File: config.mk
export PLATFORM = sky130hd
export DESIGN_NAME = usb_rx_top
export DESIGN_NICKNAME = d
export VERILOG_FILES = /design/src/common/ulpi_pkg.sv /design/src/common/usb_pkg.sv /design/src/logic/usb_rx_top.sv /design/src/logic/usb_token_filter.sv /design/src/ulpi_decoder/ulpi_decoder.sv
export VERILOG_INCLUDE_DIRS = /design/src /design/src/common
export SDC_FILE = /design/constraint.sdc
export NUM_CORES = 1
export LEC_CHECK = 0
export ABC_AREA = 1
export BUFFER_PORTS_ARGS = -buffer_cell sky130_fd_sc_hd__buf_2
export CAP_MARGIN = 15
export CORE_MARGIN = 2
export CORE_UTILIZATION = 30
export DETAILED_ROUTE_END_ITERATION = 10
export PLACE_DENSITY = 0.55
export RECOVER_POWER = 50
export SLEW_MARGIN = 15
export SYNTH_ARGS = -nofsm -noshare
export SYNTH_HDL_FRONTEND = slang
export SYNTH_SLANG_ARGS = --single-unit
File: constraint.sdc
create_clock -name clock -period 6.7 [get_ports clock]
set_input_delay 1.675 -clock clock [delete_from_list [all_inputs] [get_ports clock]]
set_output_delay 1.675 -clock clock [all_outputs]
set_load 0.005 [all_outputs]
File: src/common/usb_crc.svh
// CRC5 over the token payload, bit 0 first as sent on the wire
// Result is inverted and bit reversed so it lines up with bits 7:3 of the second token byte
function automatic logic [4:0] crc5(input logic [10:0] d);
  logic [4:0] c;
  logic       fb;
  c = 5'h1f;
  for (int i = 0; i < 11; i++) begin
    fb = c[4] ^ d[i];
    c  = {c[3:0], 1'b0} ^ (fb ? 5'h05 : 5'h00);
  end
  return ~{c[0], c[1], c[2], c[3], c[4]};
endfunction

// One byte step of CRC16 with polynomial 8005, data bit 0 first
// Start from 16'hffff; a good packet including its CRC field ends at CRC16_RESIDUAL
// The transmitted field is the inverted, bit reversed register, low byte first
function automatic logic [15:0] crc16(input logic [7:0] d, input logic [15:0] s);
  logic [15:0] c;
  logic        fb;
  c = s;
  for (int i = 0; i < 8; i++) begin
    fb = c[15] ^ d[i];
    c  = {c[14:0], 1'b0} ^ (fb ? 16'h8005 : 16'h0000);
  end
  return c;
endfunction

File: src/common/ulpi_pkg.sv
package ulpi_pkg;

  // RxEvent field of an RX_CMD byte, bits 5:4
  localparam logic [1:0] RXCMD_ACTIVE = 2'b01;
  localparam logic [1:0] RXCMD_ERROR  = 2'b11;

  // ULPI bus as seen by the link on one clock edge
  typedef struct packed {
    // PHY owns the data bus when high
    logic       dir;
    // PHY strobe, marks a received byte while dir is high
    logic       nxt;
    // Packet byte when nxt is high, RX_CMD when nxt is low
    logic [7:0] data;
  } ulpi_bus_t;

endpackage

File: src/common/usb_pkg.sv
package usb_pkg;

  // PID type, bits 1:0 of the PID
  localparam logic [1:0] PID_SPECIAL   = 2'b00;
  localparam logic [1:0] PID_TOKEN     = 2'b01;
  localparam logic [1:0] PID_HANDSHAKE = 2'b10;
  localparam logic [1:0] PID_DATA      = 2'b11;

  // Token subtypes, bits 3:2 of a token PID
  localparam logic [1:0] TOK_OUT   = 2'b00;
  localparam logic [1:0] TOK_SOF   = 2'b01;
  localparam logic [1:0] TOK_IN    = 2'b10;
  localparam logic [1:0] TOK_SETUP = 2'b11;

  // PING is a special PID but carries a token payload
  localparam logic [1:0] SPC_PING = 2'b01;

  // Left in the CRC16 register after a packet with a good CRC field
  localparam logic [15:0] CRC16_RESIDUAL = 16'h800d;

  // Address view of a token payload
  typedef struct packed {
    logic [3:0] endp;
    logic [6:0] addr;
  } token_dev_t;

  // The 11 payload bits of a token, read as device and endpoint or as an SOF frame
  typedef union packed {
    token_dev_t  dev;
    logic [10:0] frame;
  } token_u;

  // One beat of a received packet, PID and CRC bytes already stripped
  typedef struct packed {
    logic       valid;
    // Low on the closing beat, which holds no payload
    logic       keep;
    logic       last;
    logic [3:0] pid;
    logic [7:0] data;
  } usb_stream_t;

  // One received token
  typedef struct packed {
    logic       valid;
    logic       crc_ok;
    logic [3:0] pid;
    token_u     payload;
  } token_evt_t;

endpackage

File: src/logic/usb_rx_top.sv
`timescale 1ns/1ns
module usb_rx_top (
  input  logic                 clock,
  input  logic                 reset,
  input  ulpi_pkg::ulpi_bus_t  ulpi_i,
  input  logic [6:0]           dev_addr_i,
  input  logic                 dev_enable_i,
  output usb_pkg::usb_stream_t data_o,
  output usb_pkg::token_evt_t  tok_o,
  output logic                 sof_valid_o,
  output logic [10:0]          sof_frame_o,
  output logic                 crc_error_o,
  output logic                 crc_valid_o
);

  import usb_pkg::*;

  // Decoder to filter
  usb_stream_t pkt;
  token_evt_t  tok;

  ulpi_decoder ulpi_decoder_i (
    .clock       (clock),
    .reset       (reset),
    .ulpi_bus_i  (ulpi_i),
    .pkt_o       (pkt),
    .tok_o       (tok),
    .crc_error_o (crc_error_o),
    .crc_valid_o (crc_valid_o)
  );

  usb_token_filter usb_token_filter_i (
    .clock        (clock),
    .reset        (reset),
    .dev_addr_i   (dev_addr_i),
    .dev_enable_i (dev_enable_i),
    .pkt_i        (pkt),
    .tok_i        (tok),
    .data_o       (data_o),
    .tok_o        (tok_o),
    .sof_valid_o  (sof_valid_o),
    .sof_frame_o  (sof_frame_o)
  );

endmodule

File: src/logic/usb_token_filter.sv
`timescale 1ns/1ns
module usb_token_filter (
  input  logic                 clock,
  input  logic                 reset,
  input  logic [6:0]           dev_addr_i,
  input  logic                 dev_enable_i,
  input  usb_pkg::usb_stream_t pkt_i,
  input  usb_pkg::token_evt_t  tok_i,
  output usb_pkg::usb_stream_t data_o,
  output usb_pkg::token_evt_t  tok_o,
  output logic                 sof_valid_o,
  output logic [10:0]          sof_frame_o
);

  import usb_pkg::*;

  logic        window_q;
  logic        is_sof_w;
  logic        is_dev_tok_w;
  logic        addr_hit_w;
  logic        data_kind_w;
  logic        pass_w;
  logic        data_vld_q;
  logic        tok_vld_q;
  usb_stream_t data_q;
  token_evt_t  tok_q;

  always_comb begin
    is_sof_w     = 1'b0;
    is_dev_tok_w = 1'b0;
    if (tok_i.pid[1:0] == PID_TOKEN) begin
      case (tok_i.pid[3:2])
        TOK_SOF: begin
          is_sof_w = 1'b1;
        end
        TOK_OUT, TOK_IN, TOK_SETUP: begin
          is_dev_tok_w = 1'b1;
        end
      endcase
    end else if (tok_i.pid == {SPC_PING, PID_SPECIAL}) begin
      is_dev_tok_w = 1'b1;
    end
  end

  // SOF reads the payload as a frame number, every other token as address and endpoint
  assign addr_hit_w = dev_enable_i && tok_i.crc_ok && is_dev_tok_w &&
                      tok_i.payload.dev.addr == dev_addr_i;

  assign data_kind_w = pkt_i.pid[1:0] == PID_DATA || pkt_i.pid[1:0] == PID_HANDSHAKE;
  assign pass_w      = pkt_i.valid && window_q && dev_enable_i && data_kind_w;

  always_ff @(posedge clock) begin
    if (reset) begin
      window_q    <= 1'b0;
      data_vld_q  <= 1'b0;
      tok_vld_q   <= 1'b0;
      sof_valid_o <= 1'b0;
    end else begin
      data_vld_q  <= pass_w;
      tok_vld_q   <= tok_i.valid && addr_hit_w;
      sof_valid_o <= tok_i.valid && is_sof_w && tok_i.crc_ok;
      // Every token decides afresh, the end of a forwarded packet closes the window
      if (tok_i.valid) begin
        window_q <= addr_hit_w;
      end else if (pass_w && pkt_i.last) begin
        window_q <= 1'b0;
      end
    end
  end

  always_ff @(posedge clock) begin
    data_q <= pkt_i;
    tok_q  <= tok_i;
    if (tok_i.valid && is_sof_w && tok_i.crc_ok) begin
      sof_frame_o <= tok_i.payload.frame;
    end
  end

  assign data_o = '{
    valid: data_vld_q,
    keep:  data_q.keep,
    last:  data_q.last,
    pid:   data_q.pid,
    data:  data_q.data
  };

  assign tok_o = '{
    valid:   tok_vld_q,
    crc_ok:  tok_q.crc_ok,
    pid:     tok_q.pid,
    payload: tok_q.payload
  };

endmodule

File: src/ulpi_decoder/ulpi_decoder.sv
`timescale 1ns/1ns
module ulpi_decoder (
  input  logic                 clock,
  input  logic                 reset,
  input  ulpi_pkg::ulpi_bus_t  ulpi_bus_i,
  output usb_pkg::usb_stream_t pkt_o,
  output usb_pkg::token_evt_t  tok_o,
  output logic                 crc_error_o,
  output logic                 crc_valid_o
);

  import ulpi_pkg::*;
  import usb_pkg::*;

  `include "usb_crc.svh"

  typedef enum logic [2:0] {
    RX_IDLE,
    RX_PID,
    RX_DATA,
    RX_LAST,
    RX_DONE
  } rx_state_t;

  // Bus registers
  ulpi_bus_t   ulpi_q;
  logic        dir_q;

  // Packet framing on the registered bus
  logic        in_pkt_q;
  logic        rx_err_q;
  logic [1:0]  nbytes_q;
  logic        pid_w;
  logic        byte_w;
  logic        eop_w;
  logic        rxerr_w;
  logic        pid_ok_w;

  // Alignment stage
  logic        pid_stb_q;
  logic        byte_stb_q;
  logic        eop_stb_q;
  logic        pid_ok_q;
  logic [3:0]  pid_q;
  logic [7:0]  byte_q;

  // Token capture and CRC state
  token_u      token_q;
  logic [4:0]  crc5_q;
  logic [15:0] crc16_q;
  logic        tok_crc_ok_w;
  logic        crc_bad_w;
  logic        check_w;

  // Packet kind, latched with the PID
  logic        is_tok_w;
  logic        is_hsk_w;
  logic        is_dat_w;
  logic [3:0]  cur_pid_q;
  logic        kind_tok_q;
  logic        kind_dat_q;

  // Output FSM and CRC16 strip buffer
  rx_state_t   state_q;
  logic        start_w;
  logic        push_w;
  logic        emit_byte_w;
  logic        emit_last_w;
  logic [7:0]  hold0_q;
  logic [7:0]  hold1_q;
  logic [1:0]  hold_cnt_q;
  logic        pkt_vld_q;
  logic        pkt_last_q;
  logic [7:0]  pkt_data_q;
  logic        tok_vld_q;
  logic        tok_ok_q;

  always_ff @(posedge clock) begin
    ulpi_q <= ulpi_bus_i;
    dir_q  <= ulpi_q.dir;
  end

  // dir_q keeps the turnaround cycle from starting a packet
  assign pid_w    = !in_pkt_q && dir_q && ulpi_q.dir && ulpi_q.nxt;
  assign byte_w   = in_pkt_q && ulpi_q.dir && ulpi_q.nxt;
  assign pid_ok_w = ulpi_q.data[3:0] == ~ulpi_q.data[7:4];

  // RX_CMD without RxActive, or the bus handed back, closes the packet
  assign eop_w = in_pkt_q &&
                 (!ulpi_q.dir || (!ulpi_q.nxt && ulpi_q.data[5:4] != RXCMD_ACTIVE));
  assign rxerr_w = in_pkt_q && ulpi_q.dir && !ulpi_q.nxt &&
                   ulpi_q.data[5:4] == RXCMD_ERROR;

  always_ff @(posedge clock) begin
    if (reset) begin
      in_pkt_q <= 1'b0;
      rx_err_q <= 1'b0;
      nbytes_q <= 2'd0;
    end else begin
      if (pid_w) begin
        in_pkt_q <= 1'b1;
        rx_err_q <= 1'b0;
        nbytes_q <= 2'd0;
      end else if (eop_w) begin
        in_pkt_q <= 1'b0;
        rx_err_q <= rxerr_w;
      end else if (byte_w && nbytes_q != 2'd3) begin
        // Saturates, only 0 to 2 matter for tokens
        nbytes_q <= nbytes_q + 2'd1;
      end
    end
  end

  // CRC16 runs over every byte after the PID
  always_ff @(posedge clock) begin
    if (pid_w) begin
      crc16_q <= 16'hffff;
    end else if (byte_w) begin
      crc16_q <= crc16(ulpi_q.data, crc16_q);
      case (nbytes_q)
        2'd0: begin
          token_q[7:0] <= ulpi_q.data;
        end
        2'd1: begin
          token_q[10:8] <= ulpi_q.data[2:0];
          crc5_q        <= ulpi_q.data[7:3];
        end
        default: begin
        end
      endcase
    end
  end

  always_ff @(posedge clock) begin
    if (reset) begin
      pid_stb_q  <= 1'b0;
      byte_stb_q <= 1'b0;
      eop_stb_q  <= 1'b0;
    end else begin
      pid_stb_q  <= pid_w;
      byte_stb_q <= byte_w;
      eop_stb_q  <= eop_w;
    end
  end

  always_ff @(posedge clock) begin
    pid_q    <= ulpi_q.data[3:0];
    pid_ok_q <= pid_ok_w;
    byte_q   <= ulpi_q.data;
  end

  // PING is framed like a token
  assign is_tok_w = pid_q[1:0] == PID_TOKEN || pid_q == {SPC_PING, PID_SPECIAL};
  assign is_hsk_w = pid_q[1:0] == PID_HANDSHAKE;
  assign is_dat_w = pid_q[1:0] == PID_DATA;

  assign tok_crc_ok_w = nbytes_q == 2'd2 && !rx_err_q && crc5(token_q) == crc5_q;
  assign crc_bad_w    = kind_tok_q ? !tok_crc_ok_w :
                        (rx_err_q || crc16_q != CRC16_RESIDUAL);

  // Other special PIDs and broken PIDs leave the FSM idle
  assign start_w = state_q == RX_IDLE && pid_stb_q && pid_ok_q &&
                   (is_tok_w || is_hsk_w || is_dat_w);
  assign push_w  = (state_q == RX_PID || state_q == RX_DATA) && byte_stb_q;

  // A data byte goes out once two more bytes have arrived behind it
  assign emit_byte_w = push_w && kind_dat_q && hold_cnt_q == 2'd2;
  assign emit_last_w = state_q == RX_LAST && !kind_tok_q;
  assign check_w     = state_q == RX_LAST && (kind_tok_q || kind_dat_q);

  always_ff @(posedge clock) begin
    if (reset) begin
      state_q     <= RX_IDLE;
      hold_cnt_q  <= 2'd0;
      pkt_vld_q   <= 1'b0;
      tok_vld_q   <= 1'b0;
      crc_valid_o <= 1'b0;
      crc_error_o <= 1'b0;
    end else begin
      pkt_vld_q   <= emit_byte_w || emit_last_w;
      tok_vld_q   <= state_q == RX_LAST && kind_tok_q;
      crc_valid_o <= check_w;
      if (check_w) begin
        crc_error_o <= crc_bad_w;
      end

      if (start_w) begin
        hold_cnt_q <= 2'd0;
      end else if (push_w && kind_dat_q && hold_cnt_q != 2'd2) begin
        hold_cnt_q <= hold_cnt_q + 2'd1;
      end

      case (state_q)
        RX_IDLE: begin
          if (start_w) begin
            state_q <= RX_PID;
          end
        end
        RX_PID, RX_DATA: begin
          if (eop_stb_q) begin
            state_q <= RX_LAST;
          end else if (byte_stb_q) begin
            state_q <= RX_DATA;
          end
        end
        RX_LAST: begin
          state_q <= RX_DONE;
        end
        default: begin
          state_q <= RX_IDLE;
        end
      endcase
    end
  end

  always_ff @(posedge clock) begin
    if (start_w) begin
      cur_pid_q  <= pid_q;
      kind_tok_q <= is_tok_w;
      kind_dat_q <= is_dat_w;
    end
    if (push_w) begin
      hold0_q <= byte_q;
      hold1_q <= hold0_q;
    end
    if (emit_byte_w) begin
      pkt_data_q <= hold1_q;
      pkt_last_q <= 1'b0;
    end else if (emit_last_w) begin
      pkt_last_q <= 1'b1;
    end
    if (state_q == RX_LAST) begin
      tok_ok_q <= tok_crc_ok_w;
    end
  end

  // Closing beats and handshakes carry no payload, so keep is the inverse of last
  assign pkt_o = '{
    valid: pkt_vld_q,
    keep:  ~pkt_last_q,
    last:  pkt_last_q,
    pid:   cur_pid_q,
    data:  pkt_data_q
  };

  assign tok_o = '{valid: tok_vld_q, crc_ok: tok_ok_q, pid: cur_pid_q, payload: token_q};

endmodule

# ---- Word-level counts from Yosys, hierarchy flattened
# Cells that the tools add are included.
dict set report op_classes {
  reduce_logical 60
  n_eq_ne 27
  n_addsub 2
  mux 33
  n_bitwise 42
}
# operator n
set op_table {}
lappend op_table {{$mux W16} 8}
lappend op_table {{$xor A16 B16 Y16} 8}
lappend op_table {{$xor A5 B5 Y5} 10}
lappend op_table {{$mux W3} 14}
lappend op_table {{$logic_and A1 B1 Y1} 32}
lappend op_table {{$eq A2 B2 Y1 const B} 9}
lappend op_table {{$xor A1 B1 Y1} 18}
lappend op_table {{$ne A16 B16 Y1 const B} 1}
lappend op_table {{$mux W1} 10}
lappend op_table {{$logic_or A1 B1 Y1} 9}
lappend op_table {{$pmux W3 S3} 1}
lappend op_table {{$eq A2 B1 Y1 const B} 4}
lappend op_table {{$eq A4 B3 Y1 const B} 2}
lappend op_table {{$not A4 Y4} 2}
lappend op_table {{$eq A7 B7 Y1} 1}
lappend op_table {{$eq A3 B2 Y1 const B} 2}
lappend op_table {{$logic_not A1 Y1} 6}
lappend op_table {{$reduce_and A3 Y1} 2}
lappend op_table {{$reduce_or A2 Y1} 3}
lappend op_table {{$eq A5 B5 Y1} 1}
lappend op_table {{$not A5 Y5} 1}
lappend op_table {{$add A2 B1 Y2 const B} 2}
lappend op_table {{$eq A4 B4 Y1} 1}
lappend op_table {{$logic_not A2 Y1} 2}
lappend op_table {{9 further kinds} 15}
dict set report word_totals {
  inputBits 20
  word_cells 206
  regBits 145
}

# ---- Longest topological paths before layout
# Gate-level depths: netlist of the first run.
dict set report logic_depth {
  word_depth 37
  ltp_mapped 19
  mapped_depth_nobuf 19
}

# ---- Hierarchy
# A second synthesis of the first run with hierarchy kept.
dict set report unflattened {
  cells_unflattened 485
  area_unflattened_um2 5213.8
}
# module area_each_um2 n_inst cells_per_inst
set modules_own_cells {}
lappend modules_own_cells {ulpi_decoder 3936.3 1 378}
lappend modules_own_cells {usb_token_filter 1277.5 1 107}

# ---- Worst setup path after synthesis of the first run
# Ideal clock, no wire load.
dict set report synth_path {
  path_type {input to register}
  start {in reset}
  end {reg usb_token_filter_i.window_q}
  setup_slack_ns 3.947
  stages 7
  path_buffers 1
  setup_ns 0.058
  t_arrival_ns 2.695
  cell_sequence {clkbuf_1 > inv_1 > nand4_1 > nor3_1 > o2111ai_1 > nor4_1 > a31o_2}
}
# element line
set synth_lines {}
lappend synth_lines {{start: declaration} usb_rx_top.sv:4} ;# input logic reset,
lappend synth_lines {{end signal: assignment} usb_token_filter.sv:64} ;# window_q <= addr_hit_w;
lappend synth_lines {{end: declaration} usb_token_filter.sv:17} ;# logic window_q;

# ---- Worst setup path in the final report of the first run
dict set report layout_path {
  start {reg ulpi_decoder_i.in_pkt_q}
  end {reg ulpi_decoder_i.crc5_q[2] (enable)}
}
dict set report layout_between {
  elab_chain_cells 6
}
# element line
set layout_lines {}
lappend layout_lines {{start: declaration} ulpi_decoder.sv:30} ;# logic in_pkt_q;
lappend layout_lines {{start signal: assignment} ulpi_decoder.sv:96} ;# in_pkt_q <= 1'b0;
lappend layout_lines {{start signal: assignment} ulpi_decoder.sv:101} ;# in_pkt_q <= 1'b1;
lappend layout_lines {{start signal: assignment} ulpi_decoder.sv:105} ;# in_pkt_q <= 1'b0;
lappend layout_lines {{$logic_not A1 Y1} ulpi_decoder.sv:84} ;# assign pid_w = !in_pkt_q && dir_q && ulpi_q.dir && ulpi_q.nxt;
lappend layout_lines {{$logic_and A1 B1 Y1 (3 in a row)} ulpi_decoder.sv:84}
lappend layout_lines {{$not A1 Y1 (no source line)} n/a}
lappend layout_lines {{$reduce_and A3 Y1 (no source line) (*)} n/a}
lappend layout_lines {{end signal: assignment} ulpi_decoder.sv:126} ;# crc5_q <= ulpi_q.data[7:3];
lappend layout_lines {{end: declaration} ulpi_decoder.sv:49} ;# logic [4:0] crc5_q;
# Mark *: on every way between the ends. The rest lies on a longest branch, timed or not.
# A chain may end at the register's enable or synchronous reset.

==> results of run 1 <==
-- power breakdown --
group | switching [mW] | leakage (nW) | internal (mW)
Sequential | 0.0364 | 1.21 | 0.932
Combinational | 0.100 | 1.03 | 0.0656
Clock | 0.363 | 0.284 | 0.553
-- flip-flops by register name, indices dropped and copies added, names as in the netlist, 2 cells and up --
signal and count:
ulpi_decoder_i.crc16_q 16, usb_token_filter_i.data_o 14, usb_token_filter_i.tok_o 12, ulpi_decoder_i.token_q 11, usb_token_filter_i.sof_frame_o 11, ulpi_decoder_i.ulpi_q 10
ulpi_decoder_i.hold0_q 8, ulpi_decoder_i.hold1_q 8, ulpi_decoder_i.pkt_data_q 8, ulpi_decoder_i.byte_q 5, ulpi_decoder_i.crc5_q 5, ulpi_decoder_i.cur_pid_q 4
ulpi_decoder_i.pid_q 3, ulpi_decoder_i.state_q 3, ulpi_decoder_i.hold_cnt_q 2, ulpi_decoder_i.nbytes_q 2
-- routing by layer --
metal | vias to the layer above | wire, um | GRT usage, %
met4 | 0 | 196 | 5.56
met5 | - | 0 | 0
met3 | 16 | 507 | 3.83
li1 | 1572 | - | -
met2 | 75 | 4560 | 18.7
met1 | 1488 | 4200 | 13.9
-- synth_stat cells, drive strengths merged, types with 2 or more instances --
library cell / instances
a211oi: 3
a21oi: 12
buf: 7
clkbuf: 5
dfxtp: 83
edfxtp: 58
ha: 5
inv: 40
nand2: 74
nand3: 25
nand4: 5
nor2: 37
nor3: 4
nor4: 4
o2111ai: 2
o211ai: 4
o21ai: 14
o22ai: 2
o311ai: 2
xnor2: 13
xor2: 19
-- metrics by stage --
| step | cell area (um2) | util, % | std cells |
|---|---|---|---|
| floorplan | 4950 | - | 427 |
| global placement | 5480 | 34.2 | 697 |
| detailed placement | 5480 | 34.2 | 697 |
| CTS | 6070 | 37.9 | 729 |
| global route | 6060 | 37.9 | 729 |
| finish | 6060 | 37.9 | 729 |
-- worst max-delay path by stage --
| stage | from | endpoint | slack [ps] | cells past startpoint |
|---|---|---|---|---|
| after detailed placement | reset | usb_token_filter_i.window_q | 3720 | 7 |
| final | ulpi_decoder_i.in_pkt_q | ulpi_decoder_i.crc5_q[2] | 3970 | 4 |
| after global routing | ulpi_decoder_i.in_pkt_q | ulpi_decoder_i.crc5_q[0] | 3670 | 4 |
| after global placement | reset | usb_token_filter_i.window_q | 3780 | 7 |
| after floorplan | reset | usb_token_filter_i.window_q | 3950 | 7 |
| after CTS | ulpi_decoder_i.in_pkt_q | ulpi_decoder_i.token_q[10] | 3970 | 4 |
-- area by class of cell --
| class | count | area share, % |
|---|---|---|
| repair buffers | 66 | 5.43 |
| clock buffers | 17 | 7.02 |
| inverters | 41 | 2.54 |
| clock inverters | 15 | 2.66 |
| flip-flops and latches | 141 | 56.1 |
| well taps | 216 | 4.46 |
| multi-input cells | 233 | 21.8 |
-- critical path: cells and delay by family (launching register included) --
kind	cells	cell delay, ps
buf+inv	1	590
flops	1	370
simple gates	3	1400
-- kinds of logic after synthesis --
| kind of cell | share of synthesized area (%) |
|---|---|
| buf+inv | 4.62 |
| xor+xnor | 6.34 |
| fa+ha+maj | 1.26 |
| simple gates | 13.5 |
| compound gates | 5.51 |
| flops | 68.7 |
==> results by group, run 1 <==
Min path
  • Worst Hold Depth: 0
  • Hold_sp: ulpi_decoder_i.pkt_data_q[1]
  • Hold-critical path endpoint: usb_token_filter_i.data_o[1]
  • Worst Hold Class: flip-flop to flip-flop

Worst setup path
  • CP Max Fanout: 22
  • Worst path required time: 6740 ps
  • FF-to-FF setup slack: 3970 ps
  • CP Capture Type: flip-flop
  • RR Endpoint: ulpi_decoder_i.crc5_q[2]
  • Critical path class: flip-flop to flip-flop
  • Startpoint Class: flip-flop
  • Arr. time, crit path: 2770 ps
  • CP most frequent cell: nor2_1
  • CP max stage cell: nor2_1
  • Worst r2r src: ulpi_decoder_i.in_pkt_q
  • Cells along the critical path: nand2_1, nor2_1, inv_1, nor2_1
  • Worst reg2reg path depth: 4
  • Max incr delay on CP: between 600 and 700 ps

Timing
  • Worst hold slack: 341 ps
  • Fin crit period: 2730 ps
  • Unrepaired setup endpoints after global routing: false
  • Max Freq: roughly 0.37 GHz
  • Final Setup Violations: 0
  • Max Slew Vio Count: 0
  • Final setup margin: slightly below 4000 ps
  • Period utilization: 40.7%
  • Final hold violations: 0
  • Relative slew slack: 38.2%
  • Worst-Margin Slew: around 900 ps
  • Worst Skew: 7.50 ps
  • Setup TNS after final layout: 0 ps

Logic synthesis
  • Number of synthesized flops with an enable pin: between 50 and 60
  • Synth top area share: 35.2%
  • Area leader, netlist: edfxtp_1
  • Unique masters post-synth: 38
  • Sequential fraction of the synthesis area: 68.7%
  • Net Count, Synth: 452
  • Synthesized area per cell: 11.6 um2
  • Ys Warns: 0
  • Top_reg_cell synth: dfxtp_1
  • Leading cell types by total area after synthesis: edfxtp_1 (35%), dfxtp_1 (34%), nand2_1 (5.2%)
  • Mapped cell area: ~0.0050 mm2
  • Seq cells post-synth: 141
  • Async SR Flop Fraction: 0%
  • Cells after synthesis: roughly 430

Clock network
  • CTS Buffer Depth: 2
  • Post-CTS setup buffers: 0
  • Root Buffer: clkbuf_16
  • Sinks on Clock Net: 141
  • CTS tree: built
  • Clk Latency, worst-skew pair: ~420 ps
  • H-tree depth: 4
  • CTS Buf Count: 17
  • Hold_buf cts: 0
  • Clock transition at path regs: 60 ps
  • Post_cts resized: 0

Cells and area
  • Nets: 525
  • Sequential cell area: between 0.003 and 0.004 mm2
  • Area Growth Syn to Fin: 22.4%
  • Layout cells sized above 1: 21.6%
  • Most common cell after layout, fill and taps aside: dfxtp_1
  • Commonest non-fill, non-tap cells in the layout: dfxtp_1 (83), nand2_1 (68), buf_2 (65)
  • Fillers: 1596
  • Antenna Diode Count: 0
  • Area of the multi-input gates: 0.00132 mm2

Die
  • Die Y: 132 um
  • Row count: 46
  • Die area: about 0.018 mm2
  • I/O pins: 66
  • Initial Utilization: 30.9%
  • Core footprint: 0.0160 mm2
  • Die width: 132 um

Outcome
  • Outcome: completed

Pwr
  • Worst vdd ir: 183 uV
  • Pwr Density: 338 mW/mm2
  • Total Power: around 2 mW
  • Lkg Pwr: 2.53 nW

Flow run
  • MaxCap Viol Count: 0

GRT
  • Initial antenna violation count: 0
  • Gr usage total: a little under an eighth
  • Global-route wire length before repair: 15.7 mm
  • Gr ovfl total: 0
  • Vias in the first global route: 3198
  • Pin count of the biggest net entering global routing: 23

Detailed routing
  • Via Count: 3151
  • Number of nets with antenna violations after routing: 0
  • Vias per inst: 4.32
  • WL final: about 9.5 mm
  • Per-cell routed wire length: 13.0 um
  • Starting DRT DRC Count: 150
  • Post-route DRC violation count: 0
  • DR pass1 iterations: 4

Placed design
  • Port Buffer Count: 65
  • Pre-CTS setup slack: 3720 ps
  • Dpl hpwl: 6.86 mm
  • GPL Wtd Cong: between 0.8 and 0.9
No activity file was read; power rests on OpenSTA's default activity.
==> run 2, diff against run 1 <==
clock period = 2.8 ns   (was 6.7 ns; I/O delays follow)
==> results by group, run 2 (synthesized netlist as in run 1, its figures left out) <==
Clock network
  • Post_cts resized: 0
  • Root Buffer: clkbuf_16
  • Clk Latency, worst-skew pair: 420 ps
  • Clock transition at path regs: approximately 60 ps
  • Sinks on Clock Net: 141
  • Post-CTS setup buffers: 0
  • CTS Buffer Depth: 2
  • CTS tree: built
  • Hold_buf cts: 0
  • H-tree depth: 4
  • CTS Buf Count: 17

Min path
  • Worst Hold Class: flip-flop to flip-flop
  • Hold_sp: ulpi_decoder_i.pkt_data_q[3]
  • Hold-critical path endpoint: usb_token_filter_i.data_o[3]
  • Worst Hold Depth: 0

Pwr
  • Worst vdd ir: 450 uV
  • Pwr Density: 809 mW/mm2
  • Lkg Pwr: 2.54 nW

Outcome
  • Outcome: completed

Detailed routing
  • Via Count: 3137
  • Post-route DRC violation count: 0
  • WL final: 9.74 mm
  • Starting DRT DRC Count: 126
  • DR pass1 iterations: 4
  • Vias per inst: 4.28
  • Number of nets with antenna violations after routing: 0
  • Per-cell routed wire length: about 13 um

Timing
  • Relative slew slack: 40.4%
  • Max Slew Vio Count: 0
  • Period utilization: 77.2%
  • Worst Skew: 10.3 ps
  • Max Freq: 0.463 GHz
  • Worst-Margin Slew: 893 ps
  • Fin crit period: approximately 2200 ps
  • Unrepaired setup endpoints after global routing: false
  • Final Setup Violations: 0
  • Worst hold slack: 341 ps
  • Setup TNS after final layout: 0 ps
  • Final hold violations: 0

Worst setup path
  • Worst r2r src: ulpi_decoder_i.in_pkt_q
  • CP Max Fanout: 15
  • Arr. time, crit path: 2210 ps
  • RR Endpoint: ulpi_decoder_i.token_q[2]
  • CP Capture Type: flip-flop
  • CP most frequent cell: nor2_1
  • FF-to-FF setup slack: 640 ps
  • CP max stage cell: nor2_1
  • Worst reg2reg path depth: 5
  • Startpoint Class: flip-flop
  • Max incr delay on CP: 580 ps
  • Critical path class: flip-flop to flip-flop
  • Worst path required time: 2850 ps
  • Cells along the critical path: nand2_1, nor2_1, clkbuf_1, inv_1, nor2_1

Cells and area
  • Top reg by flops: ulpi_decoder_i.crc16_q
  • Most common cell after layout, fill and taps aside: dfxtp_1
  • Antenna Diode Count: 0
  • Max FFs per register: 16
  • Nets: 529
  • Fillers: about 1600
  • Commonest non-fill, non-tap cells in the layout: dfxtp_1 (83), nand2_1 (68), buf_2 (65)
  • Final core occ: 38.0%
  • Area Growth Syn to Fin: 22.9%
  • Layout cells sized above 1: between 20% and 30%
  • Final instance area: 0.00608 mm2

Die
  • Core footprint: 0.0160 mm2
  • I/O pins: 66
  • Initial Utilization: between 30% and 40%
  • Die Y: 132 um
  • Row count: 46
  • Die area: 0.0175 mm2
  • Die width: 132 um

Placed design
  • Placed cell area: 0.00551 mm2
  • GPL Wtd Cong: 0.832
  • Port Buffer Count: 65
  • Dpl hpwl: 6.92 mm

GRT
  • Initial antenna violation count: 0
  • Gr ovfl total: 0
  • Gr usage total: around an eighth
  • Pin count of the biggest net entering global routing: 21
  • Vias in the first global route: 3102
  • Global-route wire length before repair: ~16 mm

Flow run
  • MaxCap Viol Count: 0
-- run 2: final cells by class --
class                      count  area [um2]  area share, %
sequential                   141        3400           55.9
multi-input combinational    233        1320           21.7
clock buffer                  18         429           7.05
timing repair buffer          70         352           5.78
tap                          216         270           4.44
clock inverter                14         156           2.57
inverter                      41         154           2.53
-- run 2: metrics by stage --
stage               std cells  worst slack [ps]  power (mW)
floorplan                 427               476        2.64
global placement          701               887        2.75
detailed placement        701               755        2.77
CTS                       733               794        4.98
global route              733               365        5.14
finish                    733               640        4.92
-- run 2: worst max path at each step --
stage,start,to,slack (ps),depth (start not counted)
after floorplan,ulpi_decoder_i.state_q[0],ulpi_decoder_i.pkt_data_q[0],480,6
final,ulpi_decoder_i.in_pkt_q,ulpi_decoder_i.token_q[2],640,5
after global placement,ulpi_decoder_i.token_q[2],ulpi_decoder_i.crc_error_o,890,8
after detailed placement,reset,usb_token_filter_i.window_q,760,7
after global routing,ulpi_decoder_i.ulpi_q[8],ulpi_decoder_i.token_q[1],370,5
after CTS,ulpi_decoder_i.token_q[2],ulpi_decoder_i.crc_error_o,790,8
-- run 2: worst max-delay path: cells and delay by family, from the launching register on --
kind / cells / cell delay, ps
simple gates: 3 / 750
flops: 1 / 370
buf+inv: 2 / 680
-- run 2: per-layer routing --
layer / routed length [um] / GRT usage (%) / share of wire, % / up-vias
met2: 4620 / 18.9 / 47 / 86
met1: 4420 / 14.1 / 45 / 1458
met3: 532 / 4.29 / 5.5 / 14
li1: - / - / - / 1579
met5: 0 / 0 / 0 / -
met4: 170 / 5.44 / 1.7 / 0
-- run 2: where the power goes --
group	internal [mW]	switching, mW
Sequential	2.23	0.0881
Clock	1.33	0.875
Combinational	0.158	0.241
==> run 3, diff against run 2 <==
PLACE_DENSITY = 0.57   (was 0.55)
clock period = 1.75 ns   (was 2.8 ns; I/O delays follow)
==> results by group, run 3 (synthesized netlist as in run 1, its figures left out) <==
Worst setup path
  • Cell family with most CP delay: XOR/XNOR gates
  • Critical path class: flip-flop to flip-flop
  • Crit path buf inv count: 0
  • Cells along the critical path: xnor2_2, xnor2_1, xor2_1, nand2_1, o21ai_1, nor2_1, and3_1
  • Startpoint Class: flip-flop
  • CP Capture Type: flip-flop
  • CP Max Fanout: 3
  • Max incr delay on CP: between 400 and 500 ps
  • CP max stage cell: edfxtp_1
  • Worst path required time: between 1500 and 2000 ps
  • Arr. time, crit path: 1940 ps

GRT
  • Gr usage total: around an eighth
  • Global-route wire length before repair: 16.2 mm
  • Gr ovfl total: 0
  • Pin count of the biggest net entering global routing: 17
  • Vias in the first global route: ~3400
  • Initial antenna violation count: 0

Timing
  • Final Setup Violations: 2
  • Worst Skew: 7.54 ps
  • Final setup margin: -20.2 ps
  • Unrepaired setup endpoints after global routing: true
  • Period utilization: 101%
  • Relative slew slack: between 60% and 70%
  • Final hold violations: 0
  • Worst-Margin Slew: 453 ps
  • Worst hold slack: 121 ps
  • Fin crit period: between 1500 and 2000 ps
  • Max Slew Vio Count: 0
  • Max Freq: around 0.56 GHz

Detailed routing
  • Starting DRT DRC Count: about 150
  • WL final: 9.92 mm
  • Vias per inst: 4.29
  • Per-cell routed wire length: 12.8 um
  • Post-route DRC violation count: 0
  • Number of nets with antenna violations after routing: 0
  • DR pass1 iterations: 4
  • Via Count: between 3000 and 4000

Cells and area
  • Final Instance Count excl. Fillers: 776
  • Area Growth Syn to Fin: 32.0%
  • Commonest non-fill, non-tap cells in the layout: dfxtp_1 (77), buf_2 (64), edfxtp_1 (58)
  • Most common cell after layout, fill and taps aside: dfxtp_1
  • Antenna Diode Count: 0
  • Top reg by flops: ulpi_decoder_i.crc16_q
  • Layout cells sized above 1: between 30% and 40%
  • Max FFs per register: 16
  • Final instance area: about 0.0065 mm2
  • Nets: approximately 570
  • Fillers: 1578

Flow run
  • MaxCap Viol Count: 0

Clock network
  • Clock transition at path regs: 60 ps
  • CTS Buf Count: 17
  • CTS Buffer Depth: 2
  • Clk Latency, worst-skew pair: 410 ps
  • Sinks on Clock Net: 141
  • H-tree depth: 4
  • Root Buffer: clkbuf_16
  • CTS tree: built

Placed design
  • Dpl hpwl: 7.26 mm
  • Placed cell area: 0.00573 mm2
  • Placed cells: 729
  • Port Buffer Count: 65
  • GPL Wtd Cong: 0.827

Die
  • Row count: 46
  • Core footprint: between 0.015 and 0.02 mm2
  • Die Y: 132 um
  • I/O pins: 66
  • Initial Utilization: 30.9%
  • Die area: 0.0175 mm2
  • Die width: 132 um

Pwr
  • Lkg Pwr: 2.75 nW
  • Worst vdd ir: 691 uV
  • Pwr Density: about 1200 mW/mm2

Min path
  • Worst Hold Class: input pin to flip-flop

Outcome
  • Failing checks: setup timing
  • Outcome: finished, violations left
## run 3: cell count changes in the layout (fill, tap and decap cells not counted), moves of 3 or more
cell	delta
buf_4	+31
buf_6	+3
clkbuf_1	+12
clkinv_1	-3
dfxtp_1	-6
dfxtp_4	+4
inv_4	+4
inv_6	-6
nand2_1	-16
nand2_2	+16
xnor2_1	-4
xnor2_2	+4
## run 3: where the power goes
group	switching (mW)	internal (mW)	total, mW
clock network	1.29	2.22	3.51
registers	0.133	3.57	3.70
logic	0.479	0.370	0.849
## run 3: through the flow
stage / setup slack, ps / power [mW] / setup TNS (ps) / util, %
after floorplan: 25.2 / 4.24 / 0 / -
after global placement: -69.2 / 4.47 / -69.2 / 35.8
after detailed placement: -81.4 / 4.50 / -162 / 35.8
after CTS: -16.6 / 8.02 / -16.6 / 39.8
after global routing: -179 / 8.40 / -594 / 40.9
final: -20.2 / 8.07 / -35.1 / 40.9
## run 3: area by class of cell
class                           count  area (um2)  area share (%)
Clock buffer                       23         479            7.33
Clock inverter                      9         110            1.68
Inverter                           41         164            2.51
Multi-Input combinational cell    233        1440            22.0
Sequential cell                   141        3420            52.3
Tap cell                          216         270            4.13
Timing Repair Buffer              113         654            10.0
## run 3: final timing paths
check | startpoint | end | slack, ps | cells past startpoint
worst min-delay path | ulpi_i[9] | ulpi_decoder_i.ulpi_q[9] | 120 | 1
worst min register to register | ulpi_decoder_i.pkt_data_q[1] | usb_token_filter_i.data_o[1] | 340 | 0
worst max register to register | ulpi_decoder_i.token_q[1] | ulpi_decoder_i.tok_ok_q | -20 | 7
worst max-delay path | ulpi_decoder_i.token_q[1] | ulpi_decoder_i.tok_ok_q | -20 | 7
## run 3: layer usage
| metal | up-vias | track usage, % | part of all wire [%] |
|---|---|---|---|
| met4 | 0 | 6.93 | 3.2 |
| met3 | 28 | 3.68 | 4.3 |
| met5 | - | 0 | 0 |
| met1 | 1568 | 13.3 | 43 |
| met2 | 72 | 19.6 | 50 |
| li1 | 1663 | - | - |
## run 3: timing repair
| item | in CTS | in global routing |
|---|---|---|
| endpoints found under the setup margin | 4 | 7 |
| hold endpoints to repair | 0 | 0 |
| pin swaps | 5 | 25 |
| gates resized for setup | 10 | 39 |
| cloned | 0 | 0 |
| setup buffers | 2 | 13 |
| hold buffers | 0 | 0 |
